## config.mk

```make
export PLATFORM = sky130hd
export DESIGN_NAME = ma_wb_pipeline
export DESIGN_NICKNAME = d
export VERILOG_FILES = /design/src/rtl/ma_pkg.sv /design/src/rtl/mawb_if.sv /design/src/rtl/ma_wb_pipeline.sv /design/src/rtl/wb_stage.sv /design/src/rtl/ma_stage.sv /design/src/rtl/reset_point_unit.sv /design/src/rtl/branch_resolver.sv
export VERILOG_INCLUDE_DIRS = /design/src /design/src/rtl
export SDC_FILE = /design/constraint.sdc
export NUM_CORES = 1
export LEC_CHECK = 0
export ABC_AREA = 1
export BUFFER_PORTS_ARGS = -buffer_cell sky130_fd_sc_hd__buf_2
export CAP_MARGIN = 20
export CORE_UTILIZATION = 55
export CTS_CLUSTER_SIZE = 30
export DETAILED_ROUTE_END_ITERATION = 10
export PLACE_DENSITY = 0.85
export SYNTH_ARGS = -nofsm -noshare
export SYNTH_HDL_FRONTEND = slang
export SYNTH_SLANG_ARGS = --single-unit
```

## constraint.sdc

```tcl
create_clock -name s_clk_i -period 2.5 [get_ports s_clk_i]
set_input_delay 0.375 -clock s_clk_i [delete_from_list [all_inputs] [get_ports s_clk_i]]
set_output_delay 0.375 -clock s_clk_i [all_outputs]
set_load 0.01 [all_outputs]
```

## src/rtl/ma_macros.svh

```systemverilog
`ifndef MA_MACROS_SVH
`define MA_MACROS_SVH

// Data path and address width
`define MA_XLEN 32

// Reset point loaded after reset
`define MA_BOOT_ADDR 32'h0000_0200

// Fixed interrupt entry address
`define MA_TRAP_VECTOR 32'h0000_0100

// Next-PC step for compressed and standard instructions
`define MA_PC_INCR_RVC 2
`define MA_PC_INCR_STD 4

// Width of the MA operation code
`define MA_OP_W 4

`endif
```

## src/rtl/ma_pkg.sv

```systemverilog
`include "ma_macros.svh"

package ma_pkg;

    // Operation of the instruction entering MA
    typedef enum logic [`MA_OP_W-1:0] {
        OP_NONE   = 4'd0,   // Bubble
        OP_ALU    = 4'd1,   // Result already computed in EX
        OP_LB     = 4'd2,
        OP_LH     = 4'd3,
        OP_LW     = 4'd4,
        OP_LBU    = 4'd5,
        OP_LHU    = 4'd6,
        OP_SW     = 4'd7,   // Store without register write
        OP_BRANCH = 4'd8,   // Conditional branch
        OP_JUMP   = 4'd9,   // Jump and link
        OP_MRET   = 4'd10   // Trap return
    } ma_op_e;

    // Register-file address
    typedef logic [4:0] rf_add_t;

    // Info the WB stage needs to decode loaded data
    typedef struct packed {
        ma_op_e     op;     // Load width and sign
        logic [1:0] addr;   // Byte offset within the word
    } ld_info_t;

    // Content of the MA/WB pipeline register
    typedef struct packed {
        logic                 we;    // Register-file write enable
        rf_add_t              rd;    // Destination register
        logic [`MA_XLEN-1:0]  val;   // Result or raw loaded word
        ld_info_t             ldi;   // Load decode info
    } mawb_t;

endpackage

```

## src/rtl/mawb_if.sv

```systemverilog
`timescale 1ns/1ps

// MA/WB pipeline register contents seen by both stages
interface mawb_if #(
    parameter int W = 44    // Packed width of the MA/WB payload
);

    logic [W-1:0] data;     // Payload, written on accept
    logic         valid;    // Instruction present in WB

    // Register side in the MA stage
    modport ma_mp (
        output data,
        output valid
    );

    // Consumer side
    modport wb_mp (
        input data,
        input valid
    );

endinterface

```

## src/rtl/ma_wb_pipeline.sv

```systemverilog
`timescale 1ns/1ps
`include "ma_macros.svh"

module ma_wb_pipeline import ma_pkg::*; (
    input  logic                s_clk_i,
    input  logic                rst_n_i,

    input  logic                s_exma_valid_i,     // EX/MA boundary
    input  ma_op_e              s_exma_op_i,
    input  rf_add_t             s_exma_rd_i,
    input  logic [`MA_XLEN-1:0] s_exma_val_i,
    input  logic                s_exma_rvc_i,
    input  logic                s_exma_cond_i,
    input  logic                s_exma_pred_i,

    input  logic [`MA_XLEN-2:0] s_bop_tadd_i,       // Branch predictor BOP
    input  logic                s_bop_pred_i,

    input  logic [`MA_XLEN-1:0] s_lsu_data_i,       // Data bus
    input  logic                s_lsu_ready_i,
    input  logic                s_int_pending_i,

    output logic                s_stall_o,          // Toward front end
    output logic                s_flush_o,
    output logic [`MA_XLEN-1:0] s_toc_addr_o,
    output logic                s_int_ack_o,

    output logic                s_bpu_o,            // Predictor strobes
    output logic                s_jpu_o,
    output logic                s_btbu_o,
    output logic                s_btrue_o,
    output logic                s_bop_pop_o,

    output logic                s_rf_we_o,          // Register-file write port
    output rf_add_t             s_rf_rd_o,
    output logic [`MA_XLEN-1:0] s_rf_val_o
);

    mawb_if #(.W($bits(mawb_t))) m_mawb ();

    ma_stage m_ma_stage (
        .s_clk_i         (s_clk_i),
        .rst_n_i         (rst_n_i),
        .s_exma_valid_i  (s_exma_valid_i),
        .s_exma_op_i     (s_exma_op_i),
        .s_exma_rd_i     (s_exma_rd_i),
        .s_exma_val_i    (s_exma_val_i),
        .s_exma_rvc_i    (s_exma_rvc_i),
        .s_exma_cond_i   (s_exma_cond_i),
        .s_exma_pred_i   (s_exma_pred_i),
        .s_bop_tadd_i    (s_bop_tadd_i),
        .s_bop_pred_i    (s_bop_pred_i),
        .s_lsu_data_i    (s_lsu_data_i),
        .s_lsu_ready_i   (s_lsu_ready_i),
        .s_int_pending_i (s_int_pending_i),
        .s_stall_o       (s_stall_o),
        .s_flush_o       (s_flush_o),
        .s_int_ack_o     (s_int_ack_o),
        .s_toc_addr_o    (s_toc_addr_o),
        .s_bpu_o         (s_bpu_o),
        .s_jpu_o         (s_jpu_o),
        .s_btbu_o        (s_btbu_o),
        .s_btrue_o       (s_btrue_o),
        .s_bop_pop_o     (s_bop_pop_o),
        .mawb            (m_mawb.ma_mp)
    );

    wb_stage m_wb_stage (
        .mawb       (m_mawb.wb_mp),
        .s_rf_we_o  (s_rf_we_o),
        .s_rf_rd_o  (s_rf_rd_o),
        .s_rf_val_o (s_rf_val_o)
    );

endmodule

```

## src/rtl/wb_stage.sv

```systemverilog
`timescale 1ns/1ps
`include "ma_macros.svh"

module wb_stage import ma_pkg::*; (
    mawb_if.wb_mp               mawb,           // MA/WB register

    output logic                s_rf_we_o,      // Register-file write port
    output rf_add_t             s_rf_rd_o,
    output logic [`MA_XLEN-1:0] s_rf_val_o
);

    mawb_t               s_mawb;
    logic [`MA_XLEN-1:0] s_word;
    logic [`MA_XLEN-1:0] s_shift;   // Addressed byte moved to bit 0
    logic [`MA_XLEN-1:0] s_rf_val;

    assign s_mawb  = mawb.data;
    assign s_word  = s_mawb.val;
    assign s_shift = s_word >> {s_mawb.ldi.addr, 3'b000};

    // Byte and half extension while other ops pass unchanged
    always_comb begin
        case (s_mawb.ldi.op)
            OP_LB: begin
                s_rf_val = {{24{s_shift[7]}}, s_shift[7:0]};
            end
            OP_LBU: begin
                s_rf_val = {24'd0, s_shift[7:0]};
            end
            OP_LH: begin
                s_rf_val = {{16{s_shift[15]}}, s_shift[15:0]};
            end
            OP_LHU: begin
                s_rf_val = {16'd0, s_shift[15:0]};
            end
            OP_LW: begin
                s_rf_val = s_shift;     // Offset zero for aligned words
            end
            default: begin
                s_rf_val = s_word;      // ALU result or link address
            end
        endcase
    end

    // Write only while WB holds an instruction
    assign s_rf_we_o  = mawb.valid & s_mawb.we;
    assign s_rf_rd_o  = s_mawb.rd;
    assign s_rf_val_o = s_rf_val;

endmodule

```

## src/rtl/ma_stage.sv

```systemverilog
`timescale 1ns/1ps
`include "ma_macros.svh"

module ma_stage import ma_pkg::*; (
    input  logic                s_clk_i,
    input  logic                rst_n_i,

    input  logic                s_exma_valid_i,     // One-cycle instruction strobe
    input  ma_op_e              s_exma_op_i,
    input  rf_add_t             s_exma_rd_i,
    input  logic [`MA_XLEN-1:0] s_exma_val_i,       // EX result, address or target
    input  logic                s_exma_rvc_i,
    input  logic                s_exma_cond_i,      // Branch condition
    input  logic                s_exma_pred_i,      // Predicted taken

    input  logic [`MA_XLEN-2:0] s_bop_tadd_i,
    input  logic                s_bop_pred_i,

    input  logic [`MA_XLEN-1:0] s_lsu_data_i,       // Raw bus read word
    input  logic                s_lsu_ready_i,
    input  logic                s_int_pending_i,

    output logic                s_stall_o,
    output logic                s_flush_o,
    output logic                s_int_ack_o,
    output logic [`MA_XLEN-1:0] s_toc_addr_o,
    output logic                s_bpu_o,
    output logic                s_jpu_o,
    output logic                s_btbu_o,
    output logic                s_btrue_o,
    output logic                s_bop_pop_o,

    mawb_if.ma_mp               mawb
);

    logic                s_is_load;
    logic                s_is_lsu;
    logic                s_stall;
    logic                s_accept;
    logic                s_interrupt;
    logic                s_mret;
    logic                s_active;
    logic                s_taken;
    logic                s_mispredict;
    logic [`MA_XLEN-1:0] s_next_pc;
    logic [`MA_XLEN-1:0] s_new_rst_point;
    mawb_t               s_wmawb;

    assign s_is_load = (s_exma_op_i == OP_LB)  | (s_exma_op_i == OP_LH) |
                       (s_exma_op_i == OP_LW)  | (s_exma_op_i == OP_LBU) |
                       (s_exma_op_i == OP_LHU);
    assign s_is_lsu  = s_is_load | (s_exma_op_i == OP_SW);

    assign s_stall     = s_exma_valid_i & s_is_lsu & ~s_lsu_ready_i;   // Bus transfer extended
    assign s_accept    = s_exma_valid_i & ~s_stall;
    assign s_interrupt = s_accept & s_int_pending_i & ~s_is_lsu;        // Wait for LSU to finish
    assign s_mret      = s_accept & ~s_interrupt & (s_exma_op_i == OP_MRET);
    assign s_active    = s_accept & ~s_interrupt;   // Interrupted op leaves no trace

    branch_resolver m_branch_resolver (
        .s_active_i     (s_active),
        .s_op_i         (s_exma_op_i),
        .s_cond_i       (s_exma_cond_i),
        .s_predicted_i  (s_exma_pred_i),
        .s_target_i     (s_exma_val_i),
        .s_bop_tadd_i   (s_bop_tadd_i),
        .s_bop_pred_i   (s_bop_pred_i),
        .s_taken_o      (s_taken),
        .s_mispredict_o (s_mispredict),
        .s_bpu_o        (s_bpu_o),
        .s_jpu_o        (s_jpu_o),
        .s_btbu_o       (s_btbu_o),
        .s_btrue_o      (s_btrue_o),
        .s_bop_pop_o    (s_bop_pop_o)
    );

    reset_point_unit m_reset_point_unit (
        .s_clk_i           (s_clk_i),
        .rst_n_i           (rst_n_i),
        .s_advance_i       (s_accept),
        .s_interrupt_i     (s_interrupt),
        .s_mret_i          (s_mret),
        .s_taken_i         (s_taken),
        .s_rvc_i           (s_exma_rvc_i),
        .s_target_i        (s_exma_val_i),
        .s_next_pc_o       (s_next_pc),
        .s_new_rst_point_o (s_new_rst_point)
    );

    // Front end restarts from the new reset point
    assign s_stall_o    = s_stall;
    assign s_flush_o    = s_interrupt | s_mret | s_mispredict;
    assign s_toc_addr_o = s_new_rst_point;
    assign s_int_ack_o  = s_interrupt;

    always_comb begin
        s_wmawb.rd       = s_exma_rd_i;
        s_wmawb.ldi.op   = s_exma_op_i;
        s_wmawb.ldi.addr = s_exma_val_i[1:0];   // Load address offset
        if (s_is_load) begin
            s_wmawb.val = s_lsu_data_i;         // Aligned in WB
        end else if (s_exma_op_i == OP_JUMP) begin
            s_wmawb.val = s_next_pc;            // Link address
        end else begin
            s_wmawb.val = s_exma_val_i;
        end
        // No register write for these
        s_wmawb.we = ~((s_exma_op_i == OP_SW) | (s_exma_op_i == OP_BRANCH) |
                       (s_exma_op_i == OP_MRET) | s_interrupt | (s_exma_rd_i == '0));
    end

    always_ff @(posedge s_clk_i or negedge rst_n_i) begin
        if (!rst_n_i) begin
            mawb.valid <= 1'b0;
        end else begin
            mawb.valid <= s_accept;     // One cycle in WB
        end
    end

    always_ff @(posedge s_clk_i) begin
        if (s_accept) begin
            mawb.data <= s_wmawb;
        end
    end

endmodule

```

## src/rtl/reset_point_unit.sv

```systemverilog
`timescale 1ns/1ps
`include "ma_macros.svh"

module reset_point_unit import ma_pkg::*; (
    input  logic                s_clk_i,
    input  logic                rst_n_i,
    input  logic                s_advance_i,        // Instruction accepted in MA
    input  logic                s_interrupt_i,      // Interrupt taken on this instruction
    input  logic                s_mret_i,           // Trap return executed
    input  logic                s_taken_i,          // Branch or jump taken
    input  logic                s_rvc_i,            // Compressed instruction
    input  logic [`MA_XLEN-1:0] s_target_i,         // Branch or jump target

    output logic [`MA_XLEN-1:0] s_next_pc_o,        // Sequential successor
    output logic [`MA_XLEN-1:0] s_new_rst_point_o   // Reset point after this instruction
);

    logic [`MA_XLEN-1:0] s_rst_point;   // PC of the instruction in MA
    logic [`MA_XLEN-1:0] s_mepc;        // Exception PC
    logic [`MA_XLEN-1:0] s_pc_incr;
    logic [`MA_XLEN-1:0] s_next_pc;
    logic [`MA_XLEN-1:0] s_new_rst_point;

    // 2 for RVC, 4 otherwise
    assign s_pc_incr = s_rvc_i ? `MA_XLEN'(`MA_PC_INCR_RVC) : `MA_XLEN'(`MA_PC_INCR_STD);
    assign s_next_pc = s_rst_point + s_pc_incr;

    // Interrupt first, then trap return, taken transfer and fall-through
    always_comb begin
        if (s_interrupt_i) begin
            s_new_rst_point = `MA_TRAP_VECTOR;
        end else if (s_mret_i) begin
            s_new_rst_point = s_mepc;       // Resume interrupted code
        end else if (s_taken_i) begin
            s_new_rst_point = s_target_i;
        end else begin
            s_new_rst_point = s_next_pc;
        end
    end

    always_ff @(posedge s_clk_i or negedge rst_n_i) begin
        if (!rst_n_i) begin
            s_rst_point <= `MA_BOOT_ADDR;
            s_mepc      <= `MA_BOOT_ADDR;
        end else if (s_advance_i) begin
            s_rst_point <= s_new_rst_point;
            // Interrupted instruction never executed, so return to it
            if (s_interrupt_i) begin
                s_mepc <= s_rst_point;
            end
        end
    end

    assign s_next_pc_o       = s_next_pc;
    assign s_new_rst_point_o = s_new_rst_point;

endmodule

```

## src/rtl/branch_resolver.sv

```systemverilog
`timescale 1ns/1ps
`include "ma_macros.svh"

module branch_resolver import ma_pkg::*; (
    input  logic                s_active_i,     // Instruction accepted, not interrupted
    input  ma_op_e              s_op_i,         // MA operation
    input  logic                s_cond_i,       // Branch condition from EX
    input  logic                s_predicted_i,  // Front end predicted taken
    input  logic [`MA_XLEN-1:0] s_target_i,     // Computed target address
    input  logic [`MA_XLEN-2:0] s_bop_tadd_i,   // Predicted target held in the BOP
    input  logic                s_bop_pred_i,   // BOP entry is valid

    output logic                s_taken_o,      // Control transfer really happens
    output logic                s_mispredict_o, // Front end went the wrong way
    output logic                s_bpu_o,        // Branch predictor update
    output logic                s_jpu_o,        // Jump predictor update
    output logic                s_btbu_o,       // BTB update
    output logic                s_btrue_o,      // Branch outcome
    output logic                s_bop_pop_o     // Retire oldest BOP entry
);

    logic s_branch;
    logic s_jump;
    logic s_ctrl;
    logic s_taken;
    logic s_mistarget;

    assign s_branch = s_active_i & (s_op_i == OP_BRANCH);
    assign s_jump   = s_active_i & (s_op_i == OP_JUMP);
    assign s_ctrl   = s_branch | s_jump;    // Any branch or jump in MA

    // Jumps always go, branches only on condition
    assign s_taken  = (s_branch & s_cond_i) | s_jump;

    // Predicted taken but the stored target is missing or wrong
    // Bit 0 of the target is never stored in the BOP
    assign s_mistarget = s_predicted_i &
                         (~s_bop_pred_i | (s_bop_tadd_i != s_target_i[`MA_XLEN-1:1]));

    // Direction disagreement or bad target
    assign s_mispredict_o = s_ctrl & ((s_taken != s_predicted_i) | s_mistarget);

    assign s_taken_o   = s_taken;
    assign s_bpu_o     = s_branch;                                  // Every branch trains
    assign s_jpu_o     = s_jump;                                    // Every jump trains
    assign s_btbu_o    = s_taken & (~s_predicted_i | s_mistarget);  // New or fixed BTB entry
    assign s_btrue_o   = s_branch & s_cond_i;
    assign s_bop_pop_o = s_ctrl & s_predicted_i;                    // Entry was pushed in fetch

endmodule

```

==> flow_summary.toml, run 1 <==
[floorplan]
fp.dieW_um = 121.8
io_pins = 191
rows = 43
die_h_um = 121.8
fp.coreArea_um2 = 13930
initial_core_util = 0.5667
dieArea_um2 = 14840

[cells_and_area]
final_nets = 1525
fin_area_um2 = 10520
utilization = 0.7547
drive_gt1_frac = 0.3281
fillers = 1051
antenna_cells = 0
synthToLayoutAreaGrowth_pct = 33.18

[synthesis]
synth_nets = 1289
ys_types = 43
yosysSeqAreaShare = 0.3736
yosys_warnings = 0
synth_seq_cells = 109
netlist.area_leader.share = 0.2339
yosys-top-cells-area = "nand2_1 23%, dfrtp_1 20%, edfxtp_1 17%"
yosysTopAreaCell = "nand2_1"
synth_area_um2 = 7896
syn_avg_cell_area_um2 = 6.732
synthCells = 1173

[sta]
max_slew_margin = 0.3989
tightest_slew_ps = 900.7
timing.final.max_slew_violations = 0
period_needed_ps = 2780
fin_ws_ps = -280.5
fmax_mhz = 359.6
finalHoldViolations = 0
setup-violations-final = 26
period_share = 1.112
rsz0062_at_grt = "yes"
skew_ps = 10.70

[worst_hold_path]
min-delay-path-class = "in2async"

[worst_setup_path]
path_buf_inv = 5
reg2reg_from = "m_ma_stage.m_reset_point_unit.s_rst_point[1]$_DFFE_PN0P_"
crit_path_end_kind = "primary output"
startpoint = "m_ma_stage.m_reset_point_unit.s_rst_point[1]$_DFFE_PN0P_"
cpPeakStageDelay_ps = 390
critical_path.most_common_cell = "buf_6"
crit_chain = "ha_2 > inv_2 > fa_2 > nor2_4 > buf_4 > buf_6 > buf_6 > xnor2_2 > nand3_1 > nand3_2 > nand2_2 > buf_6"
cpMaxStageDelayCell = "fa_2"
required_ps = 2120
crit_family = "adder cells"
arrival_ps = 2410
crit_fanout = 4
worstSetupPathType = "reg2out"
cp-start-kind = "register"

[power_and_ir_drop]
vdd_drop_max_uv = 569.8
p_leak_nw = 5.238
p_per_area_nw_per_um2 = 595.0

[routing]
wl_per_cell_um = 19.31
ant_nets = 0
firstDrtPassIters = 5
drc = 0
vias = 9308
via_per_inst = 5.839
drt-total-wl_um = 30770
drt-initial-drc-count = 919

[cts]
cts_buffer_depth = 2
clkSinkCount = 109
cts_buffers = 9
cts_tree = "yes"
clock_latency_ps = 350
path_clk_slew_ps = 80
htreeDepth = 3
cts-root-buf = "clkbuf_16"
hold_buffers = 0

[place]
routabilityCongestion = 1.057
placed_area_um2 = 9260
place_ws_ps = -107.8
dp_hpwl_um = 22380
io_buffer_count = 190

[global_routing]
grt_max_degree = 56
grt_overflow_total = 0
track_usage = 0.3938
grt_pass1_vias = 7998
grt_first_pass_wirelength_um = 43410
antenna_found_initial = 0

[status]
violations = "negative setup slack"
outcome = "finished, violations left"

[flow_run]
max-cap-violations = 0
[synth_stat cells, drive strengths merged]
library cell    n
o22ai           7
or2             1
ha              2
o21ai          84
dfrtp          63
nor3            4
nand3          71
edfxtp         44
a31oi           2
clkbuf         27
inv           116
xor2           19
nand2         512
a21oi          64
nor4            6
nor2           71
a211oi          1
a22oi           8
o21bai          1
o211ai         13
dfstp           2
nand3b          1
o2111ai        16
fa              1
xnor2           1
nand4           5
buf            31
[area by class of cell]
class                   count  area, um^2  area share
clock buffers              11       232.7     0.02213
clock inverters             5       36.28    0.003450
inverters                 116       450.4     0.04283
multi-input cells         890        4727      0.4495
flip-flops and latches    109        2959      0.2814
well taps                 180       225.2     0.02142
repair buffers            283        1886      0.1793
[final timing paths]
path / end / slack [ps] / cells past startpoint
setup / recovery: s_toc_addr_o[5] / -280 / 12
hold / removal: m_ma_stage.m_reset_point_unit.s_mepc[23]$_DFFE_PN0P_ / 60 / 1
setup reg to reg: m_ma_stage.mawb.data[21]$_DFFE_PP_ / 130 / 13
hold reg to reg: m_ma_stage.m_reset_point_unit.s_mepc[9]$_DFFE_PN1P_ / 470 / 2
max in group asynchronous: m_ma_stage.m_reset_point_unit.s_mepc[9]$_DFFE_PN1P_ / 1720 / 2
min in group s_clk_i: m_ma_stage.mawb.data[38]$_DFFE_PP_ / 220 / 1
[worst register-to-register path: stages (launching register included)]
cell and delay [ps]:
dfrtp_1 370, ha_2 200, inv_2 40, fa_2 390, inv_2 130, nand2_4 80, nor2_4 170, xor2_2 170
buf_4 130, buf_4 90, buf_4 90, nand2_1 50, o211ai_1 140, nand2_1 70
[flip-flops by register name, indices dropped and copies added, names as in the netlist]
name                                       flops
m_ma_stage.m_reset_point_unit.s_mepc          32
m_ma_stage.mawb.valid                          1
m_ma_stage.mawb.data                          44
m_ma_stage.m_reset_point_unit.s_rst_point     32
[layout by cell type, fill, tap and decap left out, drive strengths merged, types with 2 or more instances in the layout]
master and count:
clkinvlp 3, nor4 6, clkbuf 12, xor2 19, buf 282, nand4 5
a22oi 8, o2111ai 16, o211ai 13, ha 2, a21oi 64, a31oi 2
o22ai 7, nor3 4, dfstp 2, edfxtp 44, inv 117, nor2 71
o21ai 84, dfrtp 63, nand2 512, nand3 71
[report_power, final]
part / switching, mW / internal, mW
Clock: 0.672 / 0.680
Combinational: 1.41 / 1.02
Sequential: 0.291 / 2.18
Total: 2.37 / 3.88
[repair_timing]
item,in CTS,in global routing
pin swaps,15,48
buffers inserted,8,23
cloned,0,1
setup endpoints to repair,36,59
gates resized for setup,66,118
[metal layers]
metal	track usage	wire, um	part of all wire
met5	0	0	0
met4	0.1736	1688	0.055
met3	0.04213	2886	0.094
met2	0.6388	14320	0.47
met1	0.5319	11880	0.39
[cell families (layout without fill, tap and decap cells)]
| family | after synthesis | in the layout | share of synthesized area |
|---|---|---|---|
| AND/OR/NAND/NOR | 671 | 671 | 0.3589 |
| AO/OA/AOI/OAI | 196 | 196 | 0.1420 |
| buffers and inverters | 174 | 415 | 0.09761 |
| flip-flops | 109 | 109 | 0.3736 |
| XOR/XNOR | 20 | 20 | 0.02218 |
| adder cells (fa/ha/maj) | 3 | 3 | 0.005704 |
[through the flow]
stage	hold slack [ps]	power [mW]	setup TNS, ps	std cells
2_1_floorplan	79.41	3.537	0	1173
3_3_place_gp	453.4	4.345	-72.28	1549
3_5_place_dp	452.6	4.384	-381.4	1549
4_1_cts	76.75	5.840	-1469	1573
5_1_grt	125.0	6.528	-5104	1594
6_report	55.88	6.257	-3121	1594
Power figures use the tool's default switching activity.
==> run 2, diff against run 1 <==
PLACE_DENSITY = 0.82   (was 0.85)
TNS_END_PERCENT = 5   (was default)
==> run 2 against run 1 <==
  * The flow still finishes with violations (negative setup slack)
  * Non-clock buffer count down 14
  * Setup slack improved by 60 ps
  * Global-route usage is essentially flat
  * Final cell count shrank 0.88%
  * Count of clock-buffer cells in the layout down 2
  * Sequential power is essentially flat
  * Power decreased by 4.6%
  * Sequential share of layout area rose by 1.4 points
  * Register-to-register slack worse by 330 ps
  * Core utilization down 3.8 points
  * First-iteration DRC count increased by 8.1%
  * Final area down 5.0%
  * Critical endpoint is now s_toc_addr_o[25]
  * Largest cell class unchanged
  * Largest power group unchanged
==> flow_summary.toml, run 2 (same netlist as run 1, synthesis figures left out) <==
[cells_and_area]
fin_cells = 1580
final_common_cell = "nand2_1"
fillers = 1203
synthToLayoutAreaGrowth_pct = 26.51
regMostFlops = "m_ma_stage.mawb.data"
antenna_cells = 0
layout.area.seq_um2 = 2955
utilization = 0.7169
drive_gt1_frac = 0.2800
final_nets = 1511
layout_common_cells = "477 x nand2_1, 186 x buf_2, 105 x inv_1"
fin_area_um2 = 9990
reg_top3 = "m_ma_stage.mawb.data: 44 flops, m_ma_stage.m_reset_point_unit.s_mepc: 32 flops, m_ma_stage.m_reset_point_unit.s_rst_point: 32 flops"
largest_reg_flops = 44
multi_input_area_um2 = 4424

[sta]
tightest_slew_ps = 593.1
fmax_mhz = 367.5
period_needed_ps = 2721
finalHoldViolations = 0
skew_ps = 11.66
max_slew_margin = 0.6046
setup-violations-final = 22
rsz0062_at_grt = "yes"
hold_ws_ps = 22.75
period_share = 1.088
fin_ws_ps = -220.8
tns_ps = -2863
timing.final.max_slew_violations = 0

[floorplan]
fp.dieW_um = 121.8
io_pins = 191
fp.coreArea_um2 = 13930
rows = 43
dieArea_um2 = 14840
initial_core_util = 0.5667
die_h_um = 121.8

[routing]
ant_nets = 0
via_per_inst = 5.701
vias = 9007
wl_per_cell_um = 18.51
drt-total-wl_um = 29250
drc = 0
firstDrtPassIters = 5
drt-initial-drc-count = 993

[power_and_ir_drop]
power_mw = 5.972
p_leak_nw = 5.118
vdd_drop_max_uv = 581.1
p_per_area_nw_per_um2 = 597.8

[place]
place_ws_ps = -111.8
dp_hpwl_um = 22450
placed_area_um2 = 9285
io_buffer_count = 190
routabilityCongestion = 1.007
dp_cells = 1549

[global_routing]
grt_overflow_total = 0
antenna_found_initial = 0
grt_pass1_vias = 8056
grt_use_met2 = 0.6377
grt_first_pass_wirelength_um = 43530
grt_busiest_layer = "met2"
grt_max_degree = 66
track_usage = 0.3938
met1_usage = 0.5258
use_met3 = 0.05384

[worst_setup_path]
cpMaxStageDelayCell = "dfrtp_1"
reg2regPathDepth = 18
arrival_ps = 2350
cp.depth = 14
crit_path_end_kind = "primary output"
required_ps = 2120
crit_fanout = 4
critical_path.most_common_cell = "nand2_1"
path_buf_inv = 4
crit_chain = "ha_2 > inv_2 > fa_2 > nor2_2 > buf_6 > nand2_4 > inv_1 > nand2_1 > nand2_1 > nand2_1 > nand2_2 > nand3_2 > nand2_2 > buf_2"
worstSetupPathType = "reg2out"
cpPeakStageDelay_ps = 370
crit_family = "simple AND/OR/NAND/NOR gates"
cp-start-kind = "register"

[cts]
cts-root-buf = "clkbuf_16"
clock_latency_ps = 360
clkSinkCount = 109
cts_buffers = 9
path_clk_slew_ps = 80
hold_buffers = 0
cts_buffer_depth = 2
htreeDepth = 3
cts_tree = "yes"

[status]
violations = "negative setup slack"
outcome = "finished, violations left"

[flow_run]
max-cap-violations = 0

[worst_hold_path]
min-delay-path-class = "in2async"
==> run 2: changes by cell type in the layout (fill, tap and decap cells not counted), sizes merged <==
cell / before / now
buf: 282 / 269
clkbuf: 12 / 9
clkinv: 1 / 3
clkinvlp: 3 / 2
inv: 117 / 118
==> run 2: path summary, 6_finish.rpt <==
path,start,to,slack [ps]
max in group asynchronous,rst_n_i,m_ma_stage.m_reset_point_unit.s_mepc[9]$_DFFE_PN1P_,2120
setup reg to reg,m_ma_stage.m_reset_point_unit.s_rst_point[1]$_DFFE_PN0P_,m_ma_stage.mawb.data[23]$_DFFE_PP_,-200
hold / removal,rst_n_i,m_ma_stage.m_reset_point_unit.s_mepc[27]$_DFFE_PN0P_,20
setup / recovery,m_ma_stage.m_reset_point_unit.s_rst_point[1]$_DFFE_PN0P_,s_toc_addr_o[25],-220
min in group s_clk_i,s_exma_rd_i[1],m_ma_stage.mawb.data[39]$_DFFE_PP_,200
hold reg to reg,m_ma_stage.m_reset_point_unit.s_mepc[5]$_DFFE_PN0P_,m_ma_stage.m_reset_point_unit.s_mepc[5]$_DFFE_PN0P_,480
==> run 2: report_power, final <==
group / switching [mW] / leakage [nW] / internal [mW]
registers: 0.267 / 1.28 / 2.18
clock network: 0.696 / 0.134 / 0.689
logic: 1.28 / 3.71 / 0.865
==> run 2: worst register-to-register path, stage by stage, from the launching register on <==
cell	delay [ps]
dfrtp_1	370
ha_2	190
inv_2	40
fa_2	370
nor2_2	110
buf_6	140
nand2_4	80
nor2_4	120
xor2_2	180
buf_4	140
buf_4	110
buf_6	90
buf_6	80
buf_6	80
buf_6	80
buf_6	90
nand2_2	40
o211ai_1	90
nand2_1	70
==> run 2: layout make-up <==
| cell class | count | area share |
|---|---|---|
| Multi-Input combinational cell | 890 | 0.4429 |
| Sequential cell | 109 | 0.2958 |
| Timing Repair Buffer | 269 | 0.1663 |
| Inverter | 116 | 0.04409 |
| Clock buffer | 9 | 0.02255 |
| Tap cell | 180 | 0.02255 |
| Clock inverter | 7 | 0.005762 |
==> run 2: routing by layer <==
| metal | part of all wire | routed length (um) |
|---|---|---|
| met1 | 0.40 | 11770 |
| met2 | 0.46 | 13520 |
| met4 | 0.041 | 1205 |
| met3 | 0.094 | 2751 |
| met5 | 0 | 0 |
==> run 2: timing repair <==
action                     4_1_cts  5_1_grt
gates cloned                     0        0
setup endpoints to repair       33       63
buffers inserted                12        3
resized for setup               27       53
pin swaps                       11       12
==> run 3, diff against run 2 <==
CORE_UTILIZATION = 56   (was 55)
SYNTH_HIERARCHICAL = 1   (was default)
==> run 3 against run 2 <==
  * The run still ends with negative setup slack left
  * Via count up 6.5%
  * Sequential power about the same
  * Sequential share of layout area decreased by 1.4 points
  * Hold slack worse by 9.7 ps
  * Register-to-register slack improved by 330 ps
  * Clock skew down 1.7 ps
  * Synthesized cell count rose by 20%
  * Flip-flop and latch count unchanged
  * Count of clock-buffer cells in the layout stayed put
  * Critical path depth is 3 lower
  * Critical path type unchanged
  * Highest routed layer unchanged
==> flow_summary.toml, run 3 <==
[worst_setup_path]
crit_path_end_kind = "primary output"
critical_path.most_common_cell = "nand3_1"
reg2reg_to = "m_ma_stage/mawb.data[33]$_DFFE_PP_"
required_ps = 2120
crit_chain = "ha_2 > inv_2 > fa_2 > nor2_4 > nand2_2 > nor2_8 > nand3_1 > nand3_1 > nand2_1 > a21oi_2 > buf_2"
arrival_ps = 2410
worstSetupPathType = "reg2out"
cpPeakStageDelay_ps = 370
r2r_setup_slack_ps = 130
reg2reg_from = "m_ma_stage/m_reset_point_unit/s_rst_point[1]$_DFFE_PN0P_"
cp-start-kind = "register"
cpMaxStageDelayCell = "dfrtp_1"
crit_fanout = 5
reg2regPathDepth = 14

[cells_and_area]
fin_cells = 1791
multi_input_area_um2 = 4922
final_common_cell = "nand2_1"
antenna_cells = 0
fillers = 1397
utilization = 0.6872
fin_area_um2 = 10490
layout_common_cells = "527 x nand2_1, 190 x buf_2, 186 x inv_1"
final_nets = 1691
largest_reg_flops = 44
drive_gt1_frac = 0.2342
reg_top3 = "m_ma_stage/mawb.data: 44 flops, m_ma_stage/m_reset_point_unit/s_mepc: 32 flops, m_ma_stage/m_reset_point_unit/s_rst_point: 32 flops"
regMostFlops = "m_ma_stage/mawb.data"
layout.area.seq_um2 = 2952
synthToLayoutAreaGrowth_pct = 19.15

[cts]
clkSinkCount = 109
cts_buffers = 9
path_clk_slew_ps = 80
cts_buffer_depth = 2
cts-root-buf = "clkbuf_16"
htreeDepth = 3
clock_latency_ps = 360
cts_tree = "yes"

[floorplan]
rows = 45
fp.dieW_um = 127.4
die_h_um = 127.4
io_pins = 191
fp.coreArea_um2 = 15260
initial_core_util = 0.5768
dieArea_um2 = 16220

[place]
placed_area_um2 = 10060
routabilityCongestion = 0.9701
io_buffer_count = 190
dp_hpwl_um = 21160
place_ws_ps = -107.3
dp_cells = 1773

[status]
violations = "negative setup slack"
outcome = "finished, violations left"

[sta]
timing.final.max_slew_violations = 0
period_needed_ps = 2782
fmax_mhz = 359.4
hold_ws_ps = 13.09
max_slew_margin = 0.6095
tightest_slew_ps = 585.8
fin_ws_ps = -282.2
skew_ps = 9.941
period_share = 1.113
finalHoldViolations = 0
rsz0062_at_grt = "yes"
tns_ps = -3630
setup-violations-final = 24

[power_and_ir_drop]
p_per_area_nw_per_um2 = 573.5
p_leak_nw = 5.738
power_mw = 6.014
vdd_drop_max_uv = 545.7

[global_routing]
antenna_found_initial = 0
track_usage = 0.3554
grt_first_pass_wirelength_um = 44730
grt_pass1_vias = 8648
grt_overflow_total = 0
grt_max_degree = 66

[synthesis]
netlist.area_leader.share = 0.2312
synth_area_um2 = 8801
syn_avg_cell_area_um2 = 6.264
synth_compound_area_frac = 0.07762
synthMuxAreaShare = 0.005118
yosys-top-cells-area = "nand2_1 23%, dfrtp_1 18%, edfxtp_1 15%"
synthCells = 1405
async_reset_ff_frac = 0.5963
yosysMostFrequentCell = "nand2_1"
synth-xor-area-share = 0.01535
yosysSeqAreaShare = 0.3352
synth_top_family_by_area = "simple AND/OR/NAND/NOR gates"
ys_types = 42
synth_flop_cell = "dfrtp_1"
yosysTopAreaCell = "nand2_1"
synth_edf_count = 44
yosys_warnings = 6
synth_seq_cells = 109
synthTopCellsByCount = "542 x nand2_1, 191 x inv_1, 141 x nand3_1"
yosys.area_share.simple = 0.4266
synth_fa_ha_area_frac = 0.005118
synth_nets = 1521

[routing]
drc = 0
firstDrtPassIters = 7
wl_per_cell_um = 15.82
drt-total-wl_um = 28340
ant_nets = 0
drt-initial-drc-count = 897
vias = 9589
via_per_inst = 5.354

[worst_hold_path]
min-delay-path-class = "in2async"

[flow_run]
max-cap-violations = 0
-- run 3: cell count changes after synthesis, sizes merged, moves of 14 or more --
cell     change
nor2        +74
buf         +19
nand3       +77
nand4       +14
inv         +84
o2111ai     -16
a21oi       -31
nand2       +44
-- run 3: kinds of logic after synthesis --
group / Yosys count
AO/OA/AOI/OAI: 129
XOR/XNOR: 12
adder cells (fa/ha/maj): 3
buffers and inverters: 269
flip-flops: 109
multiplexers: 4
AND/OR/NAND/NOR: 879
-- run 3: per-layer routing --
metal  vias up  wire [um]  global-route usage
met5         -          0                   0
met4         0       1003              0.1359
met3        63       2131             0.03518
met2       467      13060              0.5686
met1      4352      12140              0.4996
li1       4707          -                   -
-- run 3: area by class of cell --
class / instances / area share
repair buffers: 226 / 0.1212
well taps: 211 / 0.02518
flip-flops and latches: 109 / 0.2815
clock buffers: 9 / 0.02148
inverters: 202 / 0.07338
clock inverters: 7 / 0.007875
multi-input cells: 1027 / 0.4694
-- run 3: where the power goes --
part	total, mW	switching, mW	leakage [nW]	internal (mW)
registers	2.45	0.265	1.29	2.18
clock network	1.50	0.708	0.145	0.794
logic	2.06	1.31	4.31	0.759
total	6.01	2.28	5.74	3.74
-- run 3: worst max-delay path by stage --
stage                                                                  start          endpoint  slack (ps)  depth (start not counted)
CTS                 m_ma_stage/m_reset_point_unit/s_rst_point[1]$_DFFE_PN0P_  s_toc_addr_o[23]        -280                         11
finish              m_ma_stage/m_reset_point_unit/s_rst_point[1]$_DFFE_PN0P_  s_toc_addr_o[23]        -280                         11
global route        m_ma_stage/m_reset_point_unit/s_rst_point[1]$_DFFE_PN0P_  s_toc_addr_o[27]        -380                         13
floorplan                                                     s_exma_op_i[2]  s_toc_addr_o[28]        -410                         13
global placement                                                s_exma_rvc_i  s_toc_addr_o[23]         -70                         12
detailed placement                                              s_exma_rvc_i  s_toc_addr_o[23]        -110                         12
-- run 3: what timing repair did --
item / in CTS / in global routing
hold buffers: 0 / 0
endpoints found under the setup margin: 28 / 37
pin swaps: 4 / 2
setup buffers: 0 / 2
resized for setup: 17 / 20
-- run 3: worst max-delay path: cells and delay by family (launching register included) --
family                     cells  cell delay (ps)
buffers and inverters          2              190
DFF                            1              370
AOI/OAI and AO/OA              1              150
and+or+nand+nor                6              800
adders and majority gates      2              570
